## src/source/arb_cfg_pkg.sv

```systemverilog
package arb_cfg_pkg;

    // Write-address request lines
    localparam int NUM_MASTERS = 6;

    localparam int AGE_W = 4;              // Bits per wait counter

    // Wait beyond this many cycles promotes a master
    localparam int AGE_LIMIT_DEFAULT = 9;

endpackage

```

## src/source/arb_types_pkg.sv

```systemverilog
package arb_types_pkg;

    // One bit per master for requests, grants, overdue flags and ranks
    typedef logic [arb_cfg_pkg::NUM_MASTERS-1:0] req_vec_t;

    typedef logic [arb_cfg_pkg::AGE_W-1:0] age_t;

    typedef age_t [arb_cfg_pkg::NUM_MASTERS-1:0] age_vec_t;  // All wait counters

    // Currently favored master in fixed mode
    typedef enum logic [2:0] {
        FAVOR_M0 = 3'd0,
        FAVOR_M1 = 3'd1,
        FAVOR_M2 = 3'd2,
        FAVOR_M3 = 3'd3,
        FAVOR_M4 = 3'd4,
        FAVOR_M5 = 3'd5
    } favor_state_t;

    typedef enum logic {MODE_FIXED = 1'b0, MODE_LRG = 1'b1} arb_mode_t;

endpackage

```

## src/source/aged_priority_arbiter.sv

```systemverilog
`timescale 1ns/1ns

module aged_priority_arbiter #(
    parameter int AGE_LIMIT = 9
) (
    input  logic                    clk,
    input  logic                    rst,
    input  arb_types_pkg::req_vec_t awvalid,
    output arb_types_pkg::req_vec_t grant
);

    localparam int N    = arb_cfg_pkg::NUM_MASTERS;
    localparam int ST_W = $bits(arb_types_pkg::favor_state_t);

    arb_types_pkg::favor_state_t state;
    arb_types_pkg::favor_state_t state_next;
    arb_types_pkg::favor_state_t promote_to;
    arb_types_pkg::req_vec_t     overdue;
    logic                        promote;

    aging_counters #(
        .AGE_LIMIT(AGE_LIMIT)
    ) aging_counters_inst (
        .clk     (clk),
        .rst     (rst),
        .awvalid (awvalid),
        .grant   (grant),
        .overdue (overdue)
    );

    ////////////////////////////////////////////////////////////
    // Favored-master FSM
    ////////////////////////////////////////////////////////////

    // At most one overdue bit, so order of the scan does not matter
    always_comb begin
        promote    = 1'b0;
        promote_to = arb_types_pkg::FAVOR_M0;
        for (int i = 1; i < N; i++) begin
            if (overdue[i] && i != int'(state)) begin
                promote    = 1'b1;
                promote_to = arb_types_pkg::favor_state_t'(ST_W'(i));
            end
        end
    end

    always_comb begin
        if (promote) begin
            state_next = promote_to;
        end else if (state != arb_types_pkg::FAVOR_M0 && !awvalid[state]) begin
            state_next = arb_types_pkg::FAVOR_M0;  // Favored master let go
        end else begin
            state_next = state;
        end
    end

    always_ff @(posedge clk) begin
        if (rst) begin
            state <= arb_types_pkg::FAVOR_M0;
        end else begin
            state <= state_next;
        end
    end

    ////////////////////////////////////////////////////////////
    // Grant
    ////////////////////////////////////////////////////////////

    always_comb begin
        if (awvalid[state]) begin
            grant = arb_types_pkg::req_vec_t'(1) << state;
        end else begin
            // Lowest-index requester or zero when idle
            grant = awvalid & (~awvalid + arb_types_pkg::req_vec_t'(1));
        end
    end

endmodule

```

## src/source/aging_counters.sv

```systemverilog
`timescale 1ns/1ns

module aging_counters #(
    parameter int AGE_LIMIT = 9
) (
    input  logic                    clk,
    input  logic                    rst,
    input  arb_types_pkg::req_vec_t awvalid,
    input  arb_types_pkg::req_vec_t grant,
    output arb_types_pkg::req_vec_t overdue
);

    localparam int N = arb_cfg_pkg::NUM_MASTERS;
    localparam arb_types_pkg::age_t LIMIT = arb_types_pkg::age_t'(AGE_LIMIT);

    arb_types_pkg::age_vec_t ages;

    // Past the limit and strictly ahead of every other counter
    function automatic logic is_overdue(input arb_types_pkg::age_vec_t a, input int idx);
        logic win;
        win = (a[idx] > LIMIT);
        for (int j = 0; j < N; j++) begin
            if (j != idx && a[idx] <= a[j]) begin
                win = 1'b0;
            end
        end
        return win;
    endfunction

    ////////////////////////////////////////////////////////////
    // Wait counters
    ////////////////////////////////////////////////////////////

    always_ff @(posedge clk) begin
        if (rst) begin
            ages <= '0;
        end else begin
            ages[0] <= '0;  // Master 0 is favored by default and never ages
            for (int i = 1; i < N; i++) begin
                if (awvalid[i] && !grant[i]) begin
                    if (ages[i] != '1) begin
                        ages[i] <= ages[i] + 1'b1;  // Saturate at max
                    end
                end else begin
                    ages[i] <= '0;
                end
            end
        end
    end

    ////////////////////////////////////////////////////////////
    // Overdue detector
    ////////////////////////////////////////////////////////////

    always_comb begin
        for (int i = 0; i < N; i++) begin
            overdue[i] = is_overdue(ages, i);
        end
    end

endmodule

```

## src/source/aw_arbiter.sv

```systemverilog
`timescale 1ns/1ns

module aw_arbiter #(
    parameter int AGE_LIMIT = arb_cfg_pkg::AGE_LIMIT_DEFAULT
) (
    input  logic                     clk,
    input  logic                     rst,
    input  arb_types_pkg::arb_mode_t mode,
    input  arb_types_pkg::req_vec_t  awvalid,
    output arb_types_pkg::req_vec_t  m_sel
);

    arb_types_pkg::req_vec_t fixed_grant;
    arb_types_pkg::req_vec_t lrg_grant;

    // Both schemes run all the time
    aged_priority_arbiter #(
        .AGE_LIMIT(AGE_LIMIT)
    ) aged_priority_arbiter_inst (
        .clk     (clk),
        .rst     (rst),
        .awvalid (awvalid),
        .grant   (fixed_grant)
    );

    lrg_arbiter lrg_arbiter_inst (
        .clk     (clk),
        .rst     (rst),
        .awvalid (awvalid),
        .grant   (lrg_grant)
    );

    // Output register
    always_ff @(posedge clk) begin
        if (rst) begin
            m_sel <= '0;
        end else if (mode == arb_types_pkg::MODE_FIXED) begin
            m_sel <= fixed_grant;
        end else begin
            m_sel <= lrg_grant;
        end
    end

endmodule

```

## src/source/lrg_arbiter.sv

```systemverilog
`timescale 1ns/1ns

module lrg_arbiter (
    input  logic                    clk,
    input  logic                    rst,
    input  arb_types_pkg::req_vec_t awvalid,
    output arb_types_pkg::req_vec_t grant
);

    localparam int N     = arb_cfg_pkg::NUM_MASTERS;
    localparam int IDX_W = $clog2(N);

    // rank[0] is highest priority and each entry is one-hot
    arb_types_pkg::req_vec_t rank [N];

    logic             found;
    logic [IDX_W-1:0] win_idx;

    ////////////////////////////////////////////////////////////
    // Highest-ranked requester
    ////////////////////////////////////////////////////////////

    always_comb begin
        found   = 1'b0;
        win_idx = '0;
        for (int k = N - 1; k >= 0; k--) begin  // Downward so the top rank wins
            if (|(awvalid & rank[k])) begin
                found   = 1'b1;
                win_idx = IDX_W'(k);
            end
        end
    end

    ////////////////////////////////////////////////////////////
    // Grant and rank update
    ////////////////////////////////////////////////////////////

    always_ff @(posedge clk) begin
        if (rst) begin
            grant <= '0;
            for (int i = 0; i < N; i++) begin
                rank[i] <= arb_types_pkg::req_vec_t'(1) << i;
            end
        end else if (grant == '0) begin
            if (found) begin
                grant <= rank[win_idx];
                // Winner drops to the bottom and the ranks below it move up
                for (int j = 0; j < N - 1; j++) begin
                    if (j >= int'(win_idx)) begin
                        rank[j] <= rank[j+1];
                    end
                end
                rank[N-1] <= rank[win_idx];
            end
        end else if ((awvalid & grant) == '0) begin
            grant <= '0;  // Request released
        end
    end

endmodule

```

## config.mk

```make
export PLATFORM = sky130hd
export DESIGN_NAME = aw_arbiter
export DESIGN_NICKNAME = d
export VERILOG_FILES = /design/src/source/arb_cfg_pkg.sv /design/src/source/arb_types_pkg.sv /design/src/source/aged_priority_arbiter.sv /design/src/source/aging_counters.sv /design/src/source/aw_arbiter.sv /design/src/source/lrg_arbiter.sv
export SDC_FILE = /design/constraint.sdc
export NUM_CORES = 1
export LEC_CHECK = 0
export BUFFER_PORTS_ARGS = -buffer_cell sky130_fd_sc_hd__buf_2
export CAP_MARGIN = 20
export CORE_ASPECT_RATIO = 0.6
export CORE_MARGIN = 5
export CORE_UTILIZATION = 50
export CTS_CLUSTER_SIZE = 40
export DETAILED_ROUTE_END_ITERATION = 6
export PLACE_DENSITY = 0.77
export SETUP_SLACK_MARGIN = 0.05
export SLEW_MARGIN = 15
export SYNTH_ARGS = -nofsm -noshare
export SYNTH_HDL_FRONTEND = slang
export SYNTH_SLANG_ARGS = --single-unit
```

## constraint.sdc

```tcl
create_clock -name clk -period 5.5 [get_ports clk]
set_input_delay 1.1 -clock clk [delete_from_list [all_inputs] [get_ports clk]]
set_output_delay 1.1 -clock clk [all_outputs]
set_load 0.02 [all_outputs]
```

Yosys cells after proc, flatten, opt, wreduce, memory -nomap -nowiden:

Memories as Yosys holds them, arrays and structs flattened.
Cells that the tools add are included.

* flip-flop bits (word level): 39
* bits in latches: 0
* RAM bits: 36
* memory bits (read-only): 0
* input port bits: 9
* logic and storage cells: 211
* memories: 1

* add/sub/neg operators: 6
* multiply operators: 0
* div/mod/pow operators: 0
* order comparisons: 36
* eq/ne operators: 11
* shift operators: 1
* muxes and demuxes: 93
* bitwise operators: 20
* reductions and logical operators: 34

Memories
* lrg_arbiter_inst.rank: depth 6, width 6, rd ports 7, clocked after Yosys merged registers in 0, wr ports 6, RTL line lrg_arbiter.sv:14 `arb_types_pkg::req_vec_t rank [N];`

Operators by type and width (number)
* 4-bit less-or-equal comparator: 25
* 1-bit 2-to-1 mux: 69
* 6-bit 2-to-1 mux: 11
* 6-bit bitwise AND: 8
* 6-bit OR reduction: 6
* 3-bit 2-to-1 mux: 10
* 4-bit by 1-bit adder with 4-bit output (second input constant): 5
* 4-bit greater-than comparator (second input constant): 5
* 4-bit inequality test (second input constant): 5
* 6-bit logical NOT: 2
* 3-bit inequality test (first input constant): 4
* 1-bit logical AND: 11
* 2-bit OR reduction: 5
* 6-bit by 1-bit adder with 6-bit output (second input constant): 1
* 1-bit by 3-bit >= comparator with 1-bit output (first input constant): 2
* 2-bit by 3-bit >= comparator with 1-bit output (first input constant): 2
* 1-bit logical NOT: 6
* 6-bit inverter: 1
* 1-bit OR: 6
* 1-bit by 3-bit << shifter with 6-bit output (first input constant): 1
* 1-bit inverter: 5
* 3-bit by 4-bit less-than comparator with 1-bit output (second input constant): 1
* 2-bit 2-to-1 mux: 2
* 2-bit nonzero test: 2
* other kinds (6): 6

Longest topological paths before layout:

Gate-level depths: netlist of the first run.
An unclocked memory read counts as a cell.

* word-level depth: 16
* mapped depth: 10
* mapped depth without buffers: 9

Modules after synthesis:

A second synthesis of the first run with hierarchy kept.

* cells, all modules: 542
* area total of the unflattened synthesis: 5068.6 um2

By module, submodules not included
* lrg_arbiter: times used 1, cells an instance 212, area each 2399.8 um2, sequential area each 1201.2 um2
* aging_counters: times used 1, cells an instance 245, area each 1976.9 um2, sequential area each 400.4 um2
* aged_priority_arbiter: times used 1, cells an instance 66, area each 478.0 um2, sequential area each 60.1 um2
* aw_arbiter: times used 1, cells an instance 19, area each 214.0 um2, sequential area each 120.1 um2

Worst setup path after synthesis of the first run:

No wires, ideal clock.

* kind: input -> register
* start: in awvalid[5]
* end: mem lrg_arbiter_inst.rank[2][0] (netlist bit), data pin
* library setup time: 255 ps
* data arrival time: 2623 ps
* required time: 5245 ps
* path slack: 2622 ps
* stages: 8
* buffers on the path: 1
* cells stage by stage: buf_2 a22oi_1 nand3_1 nor4_2 a211o_2 nor2_2 o21a_1 and2_1

RTL lines
* start, declared: RTL line aw_arbiter.sv:9 `input arb_types_pkg::req_vec_t awvalid,`
* end, declared: RTL line lrg_arbiter.sv:14

==> impl_metrics.yaml, run 1 <==
outcome:
  status: "complete, no violations"
yosys:
  synth_area_per_cell_um2: 9.18
  synthCells: 533
  ys_warn_count: 0
  yosysSeqAreaShare: 0.364
  synth.area.top_cells: "edfxtp_1 22%, dfxtp_1 14%, ha_1 14%, and2_1 3.5%, a21oi_1 3.4%"
  yosys-top-cells-count: "55 x ha_1, 40 x nand2_1, 36 x edfxtp_1"
  synth-edff-count: 36
  ys_ff_latch: 71
  synth_fp_nets: 597
  ys.flop_type: "edfxtp_1"
  netlist.area_leader.share: 0.221
  synth_top_area_cell: "edfxtp_1"
  synth_cell_types: 65
  synth_most_common_cell: "ha_1"
  synthArstFlopShare: 0
  synthesis.area_um2: 4890
worst_setup_path:
  worstPathMaxFanout: 13
  critPathArrivalTime_ns: 3.36
  path_class: "in -> reg"
  crit_cells: 7
  cpMaxStageDelayCell: "nor3_2"
  crit_family: "simple AND/OR/NAND/NOR gates"
  rrSetupSlack_ns: 2.74
  rr_startpoint: "lrg_arbiter_inst.rank[0][0]$_SDFFCE_PN1P_"
  path_buf_inv: 1
  cp_cell_sequence: "buf_2 -> a22oi_1 -> and3_1 -> nand2_1 -> nor3_2 -> a2111oi_0 -> a311oi_1"
  end_kind: "flip-flop"
  r2r_cells: 6
  crit_required_ns: 5.63
  slowest_delay_ns: 0.68
  critPathLaunchType: "input pin"
  timing.rr.end: "lrg_arbiter_inst.rank[5][1]$_SDFFCE_PN0P_"
timing:
  drv_slew: 0
  worstMarginPinSlew_ns: 0.785
  period_share: 0.587
  relSlewSlack: 0.474
  whs_ns: 0.486
  hold_violations: 0
  setup_viol: 0
  clock_skew_ns: 0.00671
  period_needed_ns: 3.23
  worst_slack_ns: 2.27
  rsz0062_at_grt: "no"
  tns_ns: 0
  timing.fmax_mhz: 310
cts:
  clkSlewWorstSetupHoldPaths_ns: 0.06
  ctsResizeCount: 0
  cts_sinks: 71
  cts_tree: "done"
  cts_buffer_depth: 2
  postCtsSetupBuffers: 0
  holdBufCountCts: 0
  cts_buffers: 9
  clock-root-buffer: "clkbuf_16"
  h-tree-depth: 3
  insertion_delay_ns: 0.34
hold_path:
  min_from: "lrg_arbiter_inst.grant[5]$_SDFFE_PP0P_"
  hold_class: "reg -> reg"
  hold_depth: 2
  hold_end: "m_sel[5]$_SDFF_PP0_"
drt:
  drtIter0Drc: 598
  drt-met1-wl_um: 6980
  viasPerCell: 6.43
  routed_wl_um: 14400
  top_layer: "met4"
  vias: 4370
  wl_per_cell_um: 21.2
  drt-pass1-iter-count: 5
  final_antenna_net_count: 0
  drc: 0
  wl_met2_um: 5400
  routed-wl-met3_um: 1830
global_route:
  grt_pass1_vias: 4016
  antenna_found_initial: 0
  grt_usage: 0.255
  overflow: 0
  grt_pass1_wl_um: 22800
  grt_max_degree: 27
floorplanning:
  die_w_um: 138
  rows: 28
  core_um2: 9700
  die_h_um: 86.6
  die_area_um2: 11900
  initial_core_util: 0.504
  ios: 15
finish:
  nets: 604
  drive_above_1_share: 0.0899
  areaGrowthSynthToFinish_pct: 9.49
  post-route-util: 0.552
  diodes: 0
place:
  numPortBuffers: 14
  finalWeightedCongestion: 1.00
  hpwl_um: 11200
  place_ws_ns: 2.01
pwr:
  ir_drop_mv: 0.221
  p_leak_nw: 2.10
  p_per_area_nw_per_um2: 443
  power_w: 0.00237
flow_run:
  maxCapViolCount: 0
## worst register-to-register path: stages (launching register included)
cell	delay, ns
edfxtp_1	0.49
a22oi_1	0.25
and3_1	0.43
nand2_1	0.17
nor3_2	0.62
a2111oi_0	0.21
a311oi_1	0.38
## worst max path at each step
stage                           from                                        end  slack, ns
after floorplan           awvalid[5]  lrg_arbiter_inst.rank[2][0]$_SDFFCE_PN0P_       2.62
after global placement    awvalid[0]  lrg_arbiter_inst.rank[4][3]$_SDFFCE_PN0P_       2.04
after detailed placement  awvalid[1]  lrg_arbiter_inst.rank[2][5]$_SDFFCE_PN0P_       2.01
after CTS                 awvalid[0]  lrg_arbiter_inst.rank[2][4]$_SDFFCE_PN0P_       2.34
after global routing      awvalid[0]  lrg_arbiter_inst.rank[5][0]$_SDFFCE_PN0P_       2.03
final                     awvalid[1]  lrg_arbiter_inst.rank[5][1]$_SDFFCE_PN0P_       2.27
## report_power, final
group          switching (W)  total, W  internal [W]
Clock               0.000241  0.000642      0.000401
Sequential          0.000178  0.000946      0.000768
Combinational       0.000535  0.000786      0.000251
## metrics by stage
stage                     instances  instance area, µm²
after global routing            680                5360
after floorplan                 533                4890
after CTS                       680                5360
after global placement          664                5030
final                           680                5360
after detailed placement        664                5030
## layer usage
metal,global-route usage,vias up
met5,0,-
met4,0.0725,0
met3,0.0928,22
met2,0.315,234
met1,0.403,2098
li1,-,2016
## registers in the layout (all words and copies together) (netlist names)
register and count:
lrg_arbiter_inst.rank 36, aged_priority_arbiter_inst.aging_counters_inst.ages 20, lrg_arbiter_inst.grant 6, m_sel 6
aged_priority_arbiter_inst.state 3
## placed cells by master (no fill, tap or decap), types with 14 or more instances in the layout
cell | netlist | routed
and2_1 | 27 | 27
nand3_1 | 21 | 21
dfxtp_1 | 35 | 35
a22oi_1 | 21 | 21
buf_2 | 11 | 14
nand4_1 | 17 | 17
a21oi_1 | 33 | 33
nand2_1 | 40 | 40
ha_1 | 55 | 55
inv_1 | 31 | 31
edfxtp_1 | 36 | 36
o21ai_0 | 19 | 19
nor2_1 | 34 | 34
## cell type report
class                   count  area, µm²
fillers                   908       4350
clock inverters             6       92.6
inverters                  32        120
well taps                 135        169
clock buffers              10        229
flip-flops and latches     71       1780
repair buffers             14       70.1
multi-input cells         412       2890
## kinds of logic (layout without fill, tap and decap cells)
logic type | count (synthesis) | in the layout | synth area share
and+or+nand+nor | 210 | 210 | 0.234
AOI/OAI and AO/OA | 132 | 132 | 0.184
DFF | 71 | 71 | 0.364
adders and majority gates | 55 | 55 | 0.141
buffers and inverters | 50 | 62 | 0.0443
muxes | 10 | 10 | 0.0233
xor gates and xnor gates | 5 | 5 | 0.00895
Power figures use the tool's default switching activity.
==> run 2: changes to the inputs <==
- ABC_AREA: unset -> 1
- PLACE_DENSITY: 0.77 -> 0.8
- clock period: 5.5 -> 2.65 ns (I/O delays scaled with it)
==> impl_metrics.yaml, run 2 <==
pwr:
  pwr-share-clk: 0.209
  p_leak_nw: 2.71
  seqPwrFrac: 0.356
  power_switching_w: 0.00238
  internal_power_w: 0.00290
  ir_drop_mv: 0.464
  p_per_area_nw_per_um2: 940
  swShare: 0.451
  power_frac_comb: 0.435
hold_path:
  hold_class: "reg -> reg"
  hold_end: "lrg_arbiter_inst.grant[1]$_SDFFE_PP0P_"
  hold_depth: 2
  min_from: "lrg_arbiter_inst.grant[1]$_SDFFE_PP0P_"
finish:
  instances_no_fill: 861
  max_flop_register: "lrg_arbiter_inst.rank"
  mostFrequentLayoutCell: "nand2_1"
  largestRegisters: "lrg_arbiter_inst.rank: 36 flops, aged_priority_arbiter_inst.aging_counters_inst.ages: 20 flops"
  nFillCells: 911
  diodes: 0
  largest_reg_flops: 36
  final_cell_mix: "133 x nand2_1, 110 x inv_1, 87 x nor2_1"
  drive_above_1_share: 0.109
  nets: 785
  areaGrowthSynthToFinish_pct: 8.24
yosys:
  ys_warn_count: 0
  ys.flop_type: "edfxtp_1"
  yosysSeqAreaShare: 0.343
  synth_cell_types: 43
  synth_top_area_cell: "edfxtp_1"
  synth.area.top_cells: "edfxtp_1 21%, dfxtp_1 13%, ha_1 13%, nand2_1 9.6%, inv_1 7.9%"
  synth-edff-count: 36
  synth_fp_nets: 770
  synthesis.area_um2: 5190
  synth_area_per_cell_um2: 7.36
  netlist.area_leader.share: 0.208
  synth_most_common_cell: "nand2_1"
  yosys-top-cells-count: "133 x nand2_1, 110 x inv_1, 87 x nor2_1"
  synthCells: 706
  ys_ff_latch: 71
  synthArstFlopShare: 0
floorplanning:
  ios: 15
  initial_core_util: 0.520
  die_h_um: 88.9
  die_w_um: 142
  core_um2: 9980
  rows: 28
  die_area_um2: 12600
cts:
  cts_sinks: 71
  clkSlewWorstSetupHoldPaths_ns: 0.06
  postCtsSetupBuffers: 0
  ctsResizeCount: 0
  cts_tree: "done"
  holdBufCountCts: 0
  cts_buffers: 9
  insertion_delay_ns: 0.34
  h-tree-depth: 3
  clock-root-buffer: "clkbuf_16"
  cts_buffer_depth: 2
worst_setup_path:
  slowest_delay_ns: 0.47
  cpMostUsedCell: "nand2_1"
  path_class: "reg -> reg"
  critPathLaunchType: "flip-flop"
  end_kind: "flip-flop"
  rr_startpoint: "lrg_arbiter_inst.rank[5][1]$_SDFFCE_PN0P_"
  critPathArrivalTime_ns: 2.24
  cpMaxStageDelayCell: "edfxtp_1"
  crit_family: "simple AND/OR/NAND/NOR gates"
  worstPathMaxFanout: 19
  cp_cell_sequence: "nand2_1 -> nand2_1 -> nor2_1 -> nand2_2 -> nand2_1 -> nand2_1 -> nand2_2 -> nand2_4 -> nand2_8 -> inv_2 -> o21ai_0 -> buf_4"
  path_buf_inv: 2
  rrSetupSlack_ns: 0.46
  timing.rr.end: "lrg_arbiter_inst.rank[4][4]$_SDFFCE_PN1P_"
  crit_required_ns: 2.70
  r2r_cells: 12
drt:
  drtIter0Drc: 625
  viasPerCell: 5.63
  drt-pass1-iter-count: 7
  vias: 4849
  routed_wl_um: 15000
  wl_per_cell_um: 17.4
  drc: 6
  final_antenna_net_count: 0
global_route:
  grt_pass1_wl_um: 23900
  antenna_found_initial: 0
  grt_usage: 0.249
  overflow: 0
  grt_pass1_vias: 4532
  grt_max_degree: 20
place:
  place_inst: 845
  numPortBuffers: 14
  hpwl_um: 11900
  finalWeightedCongestion: 1.05
timing:
  relSlewSlack: 0.485
  tns_ns: 0
  period_needed_ns: 2.19
  hold_violations: 0
  period_share: 0.827
  rsz0062_at_grt: "no"
  drv_slew: 0
  worstMarginPinSlew_ns: 0.765
  whs_ns: 0.482
  timing.fmax_mhz: 456
  clock_skew_ns: 0.0104
  setup_viol: 0
outcome:
  status: "finished, violations left"
  violations: "DRC"
flow_run:
  maxCapViolCount: 0
-- run 2: cell count changes after synthesis, moves of 21 or more --
cell / change
a22oi_1: -21
and2_1: -27
inv_1: +79
nand2_1: +93
nand3_1: +54
nor2_1: +53
-- run 2: stage by stage --
step	utilization	total power (W)	setup slack (ns)	cell area (µm²)
finish	0.563	0.00529	0.458	5620
detailed placement	0.536	0.00409	0.221	5350
CTS	0.563	0.00520	0.484	5620
floorplan	-	0.00342	0.311	5190
global placement	0.536	0.00405	0.286	5350
global route	0.563	0.00560	0.295	5620
-- run 2: routing by layer --
| layer | part of all wire | GRT usage |
|---|---|---|
| met1 | 0.46 | 0.354 |
| met2 | 0.38 | 0.330 |
| met3 | 0.15 | 0.130 |
| met4 | 0.0097 | 0.0618 |
| met5 | 0 | 0 |
-- run 2: how the worst max path moves through the flow --
stage	from	end	slack (ns)	cells after the start
after floorplan	awvalid[1]	lrg_arbiter_inst.rank[0][0]$_SDFFCE_PN1P_	0.31	10
after global placement	awvalid[2]	lrg_arbiter_inst.rank[0][4]$_SDFFCE_PN0P_	0.29	12
after detailed placement	awvalid[2]	lrg_arbiter_inst.rank[4][3]$_SDFFCE_PN0P_	0.22	12
after CTS	lrg_arbiter_inst.rank[5][1]$_SDFFCE_PN0P_	lrg_arbiter_inst.rank[4][4]$_SDFFCE_PN1P_	0.48	12
after global routing	lrg_arbiter_inst.rank[5][1]$_SDFFCE_PN0P_	lrg_arbiter_inst.rank[2][3]$_SDFFCE_PN0P_	0.29	9
final	lrg_arbiter_inst.rank[5][1]$_SDFFCE_PN0P_	lrg_arbiter_inst.rank[4][4]$_SDFFCE_PN1P_	0.46	12
-- run 2: cell families (layout without fill, tap and decap cells) --
family,count (synthesis),in the layout,share of synthesized area
buffers and inverters,137,157,0.110
adder cells (fa/ha/maj),55,55,0.132
AO/OA/AOI/OAI,80,80,0.0887
flip-flops,71,71,0.343
XOR/XNOR,5,5,0.00843
AND/OR/NAND/NOR,358,358,0.317
-- run 2: final cells by class --
class	instances	area, µm²	area share
clock buffer	10	229	0.0407
tap	135	169	0.0300
sequential	71	1780	0.317
timing repair buffer	18	100	0.0178
inverter	123	464	0.0826
clock inverter	6	38.8	0.00690
multi-input combinational	498	2840	0.505
-- run 2: power by group through the flow --
stage                     Clock (W)  Sequential [W]  Combinational, W
after CTS                   0.00112         0.00186           0.00223
after detailed placement          0         0.00188           0.00221
after floorplan                   0         0.00176           0.00166
after global routing        0.00118         0.00190           0.00253
final                       0.00111         0.00188           0.00230
after global placement            0         0.00187           0.00218
-- run 2: worst register-to-register path: cells and delay by family (launching register included) --
family                 cells  cell delay [ns]
buffers and inverters      2             0.30
and+or+nand+nor            9             0.95
AOI/OAI and AO/OA          1             0.19
DFF                        1             0.47
==> run 3: changes to the inputs <==
- clock period: 2.65 -> 1.9 ns (I/O delays scaled with it)
==> impl_metrics.yaml, run 3 (synthesized netlist as in run 2, its figures left out) <==
global_route:
  antenna_found_initial: 0
  grt_pass1_vias: 4813
  grt_usage: 0.267
  grt_pass1_wl_um: 25400
  grt_max_degree: 13
  overflow: 0
place:
  numPortBuffers: 14
  place_inst: 934
  finalWeightedCongestion: 1.03
  hpwl_um: 13100
cts:
  cts_sinks: 71
  cts_buffers: 9
  clock-root-buffer: "clkbuf_16"
  h-tree-depth: 3
  cts_buffer_depth: 2
  cts_tree: "done"
  insertion_delay_ns: 0.34
  clkSlewWorstSetupHoldPaths_ns: 0.06
  holdBufCountCts: 0
worst_setup_path:
  cpMostUsedCell: "nand2_1"
  critPathArrivalTime_ns: 2.39
  critPathLaunchType: "flip-flop"
  end_kind: "flip-flop"
  slowest_delay_ns: 0.49
  worstPathMaxFanout: 6
  cp_cell_sequence: "nand2_1 -> nand2_1 -> nor2_2 -> nand2_2 -> nor3_2 -> nand3_1 -> nand2_2 -> inv_2 -> buf_4 -> nor2_4 -> nand3_2 -> nand2_1"
  crit_required_ns: 2.18
  path_class: "reg -> reg"
  cpMaxStageDelayCell: "edfxtp_1"
timing:
  worst_slack_ns: -0.206
  timing.fmax_mhz: 475
  setup_viol: 60
  period_needed_ns: 2.11
  worstMarginPinSlew_ns: 0.585
  period_share: 1.11
  hold_violations: 0
  whs_ns: 0.423
  relSlewSlack: 0.609
  clock_skew_ns: 0.00907
  rsz0062_at_grt: "yes"
  drv_slew: 0
finish:
  areaGrowthSynthToFinish_pct: 41.4
  post-route-util: 0.736
  largestRegisters: "lrg_arbiter_inst.rank: 36 flops, aged_priority_arbiter_inst.aging_counters_inst.ages: 20 flops"
  instances_no_fill: 962
  diodes: 0
  nets: 886
  max_flop_register: "lrg_arbiter_inst.rank"
  final_cell_mix: "107 x nand2_1, 90 x inv_1, 89 x buf_4"
  mostFrequentLayoutCell: "nand2_1"
  drive_above_1_share: 0.405
  largest_reg_flops: 36
pwr:
  ir_drop_mv: 0.887
  power_w: 0.00992
  swShare: 0.457
  seqPwrFrac: 0.273
  power_frac_comb: 0.550
  pwr-share-clk: 0.177
  internal_power_w: 0.00539
  p_per_area_nw_per_um2: 1350
  power_switching_w: 0.00453
  p_leak_nw: 3.40
floorplanning:
  initial_core_util: 0.520
  die_h_um: 88.9
  die_w_um: 142
  core_um2: 9980
  die_area_um2: 12600
  ios: 15
  rows: 28
outcome:
  violations: "setup timing"
  status: "finished, violations left"
drt:
  drtIter0Drc: 905
  vias: 5746
  viasPerCell: 5.97
  drc: 0
  drt-pass1-iter-count: 6
  final_antenna_net_count: 0
  routed_wl_um: 19700
  wl_per_cell_um: 20.5
hold_path:
  hold_class: "in -> reg"
flow_run:
  maxCapViolCount: 0
run 3: cell count changes in the layout (fill, tap and decap cells not counted), sizes merged:
cell,delta
clkinv,-2
buf,+100
clkinvlp,-1
clkbuf,+3
nand2,+1
run 3: power groups by stage:
| stage | Sequential (W) | Clock, W | Combinational [W] |
|---|---|---|---|
| final | 0.00271 | 0.00176 | 0.00546 |
| after global routing | 0.00271 | 0.00183 | 0.00571 |
| after CTS | 0.00263 | 0.00175 | 0.00438 |
| after detailed placement | 0.00266 | 0 | 0.00383 |
| after global placement | 0.00267 | 0 | 0.00376 |
| after floorplan | 0.00245 | 0 | 0.00235 |
run 3: timing repair:
item / in CTS / in global routing
gates resized for setup: 60 / 156
pin swaps: 29 / 78
buffers inserted: 5 / 6
endpoints found under the setup margin: 79 / 91
endpoints found under the hold margin: 0 / 0
gates cloned: 1 / 0
run 3: routing by layer:
layer	up-vias	share of wire	GRT usage	wire, µm
met2	442	0.39	0.336	7650
met1	2657	0.40	0.388	7970
met3	95	0.17	0.150	3360
met4	0	0.036	0.0636	713
li1	2552	-	-	-
met5	-	0	0	0
run 3: cell type report:
class / count / area, µm²
clock buffers: 13 / 293
clock inverters: 3 / 21.3
fillers: 643 / 2640
inverters: 123 / 497
multi-input cells: 499 / 3600
flip-flops and latches: 71 / 1820
well taps: 135 / 169
repair buffers: 118 / 951
run 3: worst paths after layout:
kind | startpoint | endpoint | slack [ns] | cells after the start
worst max-delay path | lrg_arbiter_inst.rank[5][4]$_SDFFCE_PN0P_ | lrg_arbiter_inst.grant[1]$_SDFFE_PP0P_ | -0.21 | 12
worst min register to register | lrg_arbiter_inst.grant[4]$_SDFFE_PP0P_ | lrg_arbiter_inst.grant[4]$_SDFFE_PP0P_ | 0.49 | 2
worst max register to register | lrg_arbiter_inst.rank[5][4]$_SDFFCE_PN0P_ | lrg_arbiter_inst.grant[1]$_SDFFE_PP0P_ | -0.21 | 12
worst min-delay path | mode | m_sel[4]$_SDFF_PP0_ | 0.42 | 3
run 3: through the flow:
step	setup TNS (ns)	setup slack [ns]	instance area (µm²)
after floorplan	0	0.0115	5200
after global placement	-5.91	-0.190	6090
after detailed placement	-5.89	-0.162	6090
after CTS	-0.0149	-0.00823	6640
after global routing	-8.16	-0.257	7350
final	-4.05	-0.206	7350
run 3: critical path: cells and delay by family (launching register included):
kind / cells / cell delay (ns)
flip-flops: 1 / 0.49
buffers and inverters: 2 / 0.21
AND/OR/NAND/NOR: 10 / 1.33
